File: src/hw/pe_cfg_pkg.sv
package pe_cfg_pkg;

    // Layer shape
    localparam int IN_CHANNEL  = 3;
    localparam int OUT_CHANNEL = 4;
    localparam int KERNEL_PTS  = 9;
    localparam int KERN_WORDS  = OUT_CHANNEL * KERNEL_PTS;
    localparam int NUM_KERN    = KERN_WORDS * IN_CHANNEL;

    // Weight address map
    localparam int KERNEL_BASE_ADDR = 23;
    localparam int BIAS_BASE_ADDR   = KERNEL_BASE_ADDR + NUM_KERN;
    localparam int MACC_COEFF_ADDR  = BIAS_BASE_ADDR + OUT_CHANNEL;
    localparam int LAYER_SCALE_ADDR = MACC_COEFF_ADDR + 1;

    localparam int FIFO_DEPTH = 4;

    // Derived index widths
    localparam int CH_W    = $clog2(IN_CHANNEL);
    localparam int OC_W    = $clog2(OUT_CHANNEL);
    localparam int KOFF_W  = $clog2(NUM_KERN);
    localparam int KWORD_W = $clog2(KERN_WORDS);
    localparam int FIFO_AW = $clog2(FIFO_DEPTH);
    localparam int CNT_W   = $clog2(FIFO_DEPTH + 1);

endpackage

File: src/hw/pe_types_pkg.sv
package pe_types_pkg;

    localparam int ADDR_W    = 32;
    // Accumulator holds 16 fraction bits
    localparam int FRAC_BITS = 16;
    localparam int INT_MAX   = 127;
    localparam int INT_MIN   = -128;

    typedef logic signed [7:0] pixel_t;
    typedef logic signed [7:0] weight_t;

    // Byte p*IN_CHANNEL+c is point p of channel c
    typedef logic [8*pe_cfg_pkg::KERNEL_PTS*pe_cfg_pkg::IN_CHANNEL-1:0] window_t;

    // Write word, full word for bias/coeff/scale or a kernel byte
    typedef union packed {
        logic signed [15:0] word;
        struct packed {
            logic [7:0] pad;
            weight_t    kern;
        } kern_v;
    } wdata_u;

    typedef logic signed [19:0] dot_t;
    typedef logic signed [39:0] acc_t;
    typedef logic signed [15:0] res_t;

    typedef acc_t [pe_cfg_pkg::OUT_CHANNEL-1:0] acc_vec_t;
    typedef res_t [pe_cfg_pkg::OUT_CHANNEL-1:0] result_vec_t;

endpackage

File: src/hw/acc_fifo.sv
`timescale 1ns/10ps

module acc_fifo (
    input  logic                   clk,
    input  logic                   rst_n,
    input  logic                   i_valid,
    output logic                   o_ready,
    input  pe_types_pkg::acc_vec_t i_data,
    output logic                   o_valid,
    input  logic                   i_ready,
    output pe_types_pkg::acc_vec_t o_data
);
    import pe_cfg_pkg::*;
    import pe_types_pkg::*;

    acc_vec_t           mem [FIFO_DEPTH];
    logic [FIFO_AW-1:0] wr_ptr;
    logic [FIFO_AW-1:0] rd_ptr;
    logic [CNT_W-1:0]   count;
    logic               push;
    logic               pop;

    function automatic logic [FIFO_AW-1:0] next_ptr(input logic [FIFO_AW-1:0] ptr);
        return (ptr == FIFO_AW'(FIFO_DEPTH - 1)) ? '0 : ptr + 1'b1;
    endfunction

    assign o_ready = count != CNT_W'(FIFO_DEPTH);
    assign o_valid = count != '0;
    assign push    = i_valid && o_ready;
    assign pop     = o_valid && i_ready;
    assign o_data  = mem[rd_ptr];

    always_ff @(posedge clk) begin
        if (push) begin
            mem[wr_ptr] <= i_data;
        end
    end

    always_ff @(posedge clk or negedge rst_n) begin
        if (!rst_n) begin
            wr_ptr <= '0;
            rd_ptr <= '0;
            count  <= '0;
        end else begin
            if (push) begin
                wr_ptr <= next_ptr(wr_ptr);
            end
            if (pop) begin
                rd_ptr <= next_ptr(rd_ptr);
            end
            if (push && !pop) begin
                count <= count + 1'b1;
            end else if (!push && pop) begin
                count <= count - 1'b1;
            end
        end
    end

endmodule

File: config.mk
export PLATFORM = sky130hd
export DESIGN_NAME = acc_fifo
export DESIGN_NICKNAME = d
export VERILOG_FILES = /design/src/hw/pe_cfg_pkg.sv /design/src/hw/pe_types_pkg.sv /design/src/hw/acc_fifo.sv
export SDC_FILE = /design/constraint.sdc
export NUM_CORES = 1
export LEC_CHECK = 0
export BUFFER_PORTS_ARGS = -buffer_cell sky130_fd_sc_hd__buf_2
export CAP_MARGIN = 20
export CORE_UTILIZATION = 50
export DETAILED_ROUTE_END_ITERATION = 12
export HOLD_SLACK_MARGIN = 0.06
export PLACE_DENSITY = 0.71
export SKIP_LAST_GASP = 1
export SLEW_MARGIN = 15
export SYNTH_ARGS = -nofsm -noshare
export SYNTH_HDL_FRONTEND = slang
export SYNTH_SLANG_ARGS = --single-unit
File: constraint.sdc
create_clock -name clk -period 9 [get_ports clk]
set_clock_uncertainty 0.1 [all_clocks]
set_input_delay 0.9 -clock clk [delete_from_list [all_inputs] [get_ports clk]]
set_output_delay 0.9 -clock clk [all_outputs]
set_load 0.005 [all_outputs]
# ---- Word-level counts from Yosys, hierarchy flattened
# Memories as Yosys holds them, arrays and structs flattened.
# Index checks and enable logic that the tools add are counted.
dict set report op_classes {
  magnitude_cmp 0
  n_div 0
  n_mul 0
  addsub 4
  eq_ne 3
  n_mux 6
  n_bitwise 0
  reduce_logical 8
  shift 0
}
# cell n
set op_table {}
lappend op_table {{2-to-1 mux 3 bit} 2}
lappend op_table {{adder 2 x 1 -> 2 bit, second input constant} 2}
lappend op_table {{equality test 2 bit, second input constant} 2}
lappend op_table {{logical AND 1 bit} 4}
lappend op_table {{2-to-1 mux 2 bit} 2}
lappend op_table {{adder 3 x 1 -> 3 bit, second input constant} 1}
lappend op_table {{inequality test 3 bit, second input constant} 1}
lappend op_table {{nonzero test 3 bit} 1}
lappend op_table {{subtractor 3 x 1 -> 3 bit, second input constant} 1}
lappend op_table {{zero test 1 bit} 2}
lappend op_table {{2-to-1 mux 1 bit} 2}
lappend op_table {{nonzero test 2 bit} 1}
dict set report word_totals {
  romBits 0
  inputBits 164
  ff_bits 7
  word_cells 25
  latch_bits 0
  ramBits 640
  out_inout_bits 162
  memories 1
}
# name words word_bits rd rd_clocked_by_memory_dff write_ports line_no
set mem_list {}
lappend mem_list {mem 4 160 1 0 1 acc_fifo.sv:16} ;# acc_vec_t mem [FIFO_DEPTH];

# ---- Depth between registers and ports, before layout
dict set report depth {
  depth_word 6
  depth_mapped 8
  ltp_nobuf 8
}

# ---- Worst setup path after synthesis
# OpenSTA, ideal clock, no wires.
dict set report synth_timing {
  kind {input-to-reg}
  startpoint {input i_valid}
  endpoint {memory mem[3][0] in the netlist's numbering (enable)}
  arrival_time_ns 2.868
  setup_time_ns 0.449
  cell_stages 1
  n_path_buf 0
  t_required_ns 8.451
  slack_ns 5.583
  cell_sequence {and3_2}
}
dict set report synth_via {
  elab_chain_len 3
}
# item line_no
set synth_rtl {}
lappend synth_rtl {{start: declaration} acc_fifo.sv:6} ;# input logic i_valid,
lappend synth_rtl {{logical AND 1 bit} acc_fifo.sv:29} ;# assign push = i_valid && o_ready;
lappend synth_rtl {{2-to-1 mux 1 bit} acc_fifo.sv:34} ;# if (push) begin
lappend synth_rtl {{2-to-1 mux 1 bit (not written as such)} acc_fifo.sv:35} ;# mem[wr_ptr] <= i_data;
lappend synth_rtl {{end: declaration} acc_fifo.sv:16}
# No other way between the ends.

==> flow_summary.json <==
{
  "run_status": "completed",
  "post_cts_buffers": 0,
  "fin_util": 0.5995,
  "clkTransAtPathRegs_ps": 60,
  "worstReg2RegStart": "count[2]",
  "portBuffers": 325,
  "drive_above_1_share": 0.4643,
  "cts_buffer_depth": 3,
  "antenna_found_initial": 8,
  "cts_tree": "yes",
  "period_needed_ps": 4160,
  "avgViaCountPerCell": 5.513,
  "worstHoldStart": "count[2]",
  "fp.coreArea_sq_um": 46460,
  "path_class": "flip-flop to output port",
  "drt_wl_total_microns": 44140,
  "max_clock_freq_mhz": 240.4,
  "rsz0062_at_grt": "no",
  "grt_use_total": 0.1848,
  "dpl.hpwl_microns": 25530,
  "drtPass1Iterations": 5,
  "report.final.slew_viol_count": 0,
  "drt_iter0_markers": 595,
  "rows": 79,
  "die_x_microns": 218.8,
  "cp_cell_sequence": "buf_4, mux4_2, buf_2",
  "finalHoldViolations": 0,
  "gp_congestion": 0.7378,
  "worstReg2RegEnd": "mem[1][62]",
  "grt.overflow.total": 0,
  "clock-sinks": 647,
  "cp_max_fo": 40,
  "r2r_cells": 3,
  "crit_path_start_kind": "flip-flop",
  "cts-root-buf": "clkbuf_16",
  "critical_path_required_ps": 8000,
  "synthesis.nets": 1043,
  "syn_avg_cell_area_sq_um": 26.95,
  "num_vias": 10460,
  "power.leakage_nw": 9.438,
  "seq_area_frac_synth": 0.8253,
  "min_path_type": "flip-flop to flip-flop",
  "yosys_warnings": 0,
  "critPathBufInv": 2,
  "cp.arrival_ps": 3160,
  "slowest_stage": "dfrtp_4",
  "holdPathEnd": "count[2]",
  "layout_setup_ws_ps": 4840,
  "r2r_slack_ps": 6090,
  "critical_path.max_stage_delay_ps": 1010,
  "synth.cell_area_sq_um": 23500,
  "maxSlewHeadroom": 0.2881,
  "fin_crit_sh": 0.4622,
  "nets": 1408,
  "grt_pass1_wl_microns": 65620,
  "cts_resized": 0,
  "start_util": 0.5058,
  "cts_buffers": 61,
  "finalNonFillerCells": 1897,
  "antenna_left": 0,
  "dieArea_sq_um": 47870,
  "cellPowerDensity_nw_per_um2": 329.7,
  "pin_count": 326,
  "grt_pass1_vias": 11000,
  "clk_latency_ps": 600,
  "pre_cts_ws_ps": 5342,
  "htreeDepth": 2,
  "wl_per_cell_microns": 23.27,
  "syn-instance-count": 872,
  "worst_pin_slew_ps": 1068,
  "setup_viol": 0,
  "ys_types": 19,
  "die_h_microns": 218.8,
  "ys_seq_elements": 647,
  "hold_depth": 1,
  "ir_worst_vdd_v": 0.0003420,
  "path_delay_family": "flip-flops",
  "syn_to_final_growth_pct": 18.51,
  "worstSetupEndpointType": "output port",
  "route.detailed.drc": 0,
  "grt_max_degree": 90,
  "dp_cells": 1780,
  "drv_cap": 0,
  "setup_tns_ps": 0
}
## per-layer routing
layer,global-route usage,routed length [microns],vias to the layer above
li1,-,-,4534
met2,0.2992,22010,343
met4,0.06319,957,10
met5,0,59,-
met3,0.05308,3326,78
met1,0.2415,17790,5493
## area by class of cell
class                      instances  area (sq um)
sequential                       647         19400
clock inverter                    38         431.7
fill                            3205         18610
timing repair buffer             338          1739
antenna                            2         5.005
multi-input combinational        186          3876
clock buffer                      76          1625
inverter                           3         11.26
tap                              607         759.5
## timing repair
item	4_1_cts	5_1_grt
hold buffers	1	0
endpoints found under the hold margin	7	0
setup endpoints to repair	0	0
## how the worst max path moves through the flow
stage / slack (ps) / end / depth (start not counted) / from
2_1_floorplan: 5580 / mem[3][0] / 1 / i_valid
3_3_place_gp: 5340 / o_data[63] / 3 / rd_ptr[0]
3_5_place_dp: 5340 / o_data[59] / 3 / rd_ptr[0]
4_1_cts: 4660 / o_data[64] / 3 / rd_ptr[0]
5_1_grt: 4560 / o_data[40] / 3 / rd_ptr[0]
6_report: 4840 / o_data[56] / 3 / rd_ptr[0]
## state kept, by name, summed over array words and instances, names as in the netlist
| register | cells |
|---|---|
| count | 3 |
| mem | 640 |
| rd_ptr | 2 |
| wr_ptr | 2 |
## synth_stat cells
| cell | instances | area share |
|---|---|---|
| and2_4 | 1 | 0.00037 |
| and3_2 | 4 | 0.0013 |
| buf_2 | 19 | 0.0040 |
| buf_6 | 10 | 0.0048 |
| clkbuf_1 | 7 | 0.0011 |
| dfrtp_1 | 7 | 0.0075 |
| edfxtp_1 | 640 | 0.82 |
| fa_1 | 1 | 0.00085 |
| ha_1 | 6 | 0.0032 |
| inv_1 | 3 | 0.00048 |
| mux2_2 | 3 | 0.0014 |
| mux2_4 | 2 | 0.0013 |
| mux4_2 | 160 | 0.15 |
| nand2_1 | 1 | 0.00016 |
| nor2_1 | 3 | 0.00048 |
| or3_2 | 1 | 0.00032 |
| or3b_4 | 1 | 0.00048 |
| xnor2_1 | 1 | 0.00037 |
| xor2_1 | 2 | 0.00075 |
## layout by cell type, fill, tap and decap left out, types with 5 or more instances in the layout
cell / instances
bufinv_16: 10
ha_1: 6
mux4_2: 160
clkinv_2: 11
clkbuf_16: 63
buf_4: 11
edfxtp_1: 640
buf_2: 325
clkinv_1: 14
dfrtp_1: 5
clkbuf_1: 13
## stage by stage
step	power (mW)	instance area (sq um)	hold slack [ps]
after global placement	6.669	25780	382.6
final	9.181	27850	393.9
after global routing	9.597	27850	376.4
after CTS	9.314	27840	361.7
after detailed placement	6.698	25780	377.1
after floorplan	5.719	23500	347.3
## worst register-to-register path, delay by kind of cell (launching register included)
kind,cells,cell delay (ps)
simple gates,2,970
buf+inv,1,880
flops,1,400
## power by group
part	total [mW]	switching [mW]	leakage [nW]	internal (mW)
Sequential	4.21	0.224	5.94	3.98
Clock	2.60	1.04	1.00	1.56
Combinational	2.37	1.21	2.49	1.16
## cells by family (layout without fill, tap and decap cells)
family	Yosys count	count (layout)	synth area share
fa+ha+maj	7	7	0.004046
simple gates	11	11	0.003088
flops	647	647	0.8253
xor+xnor	3	3	0.001118
other cells	0	2	0
mux	165	165	0.1561
buf+inv	39	455	0.01044
(Power assumes the default switching activity.)
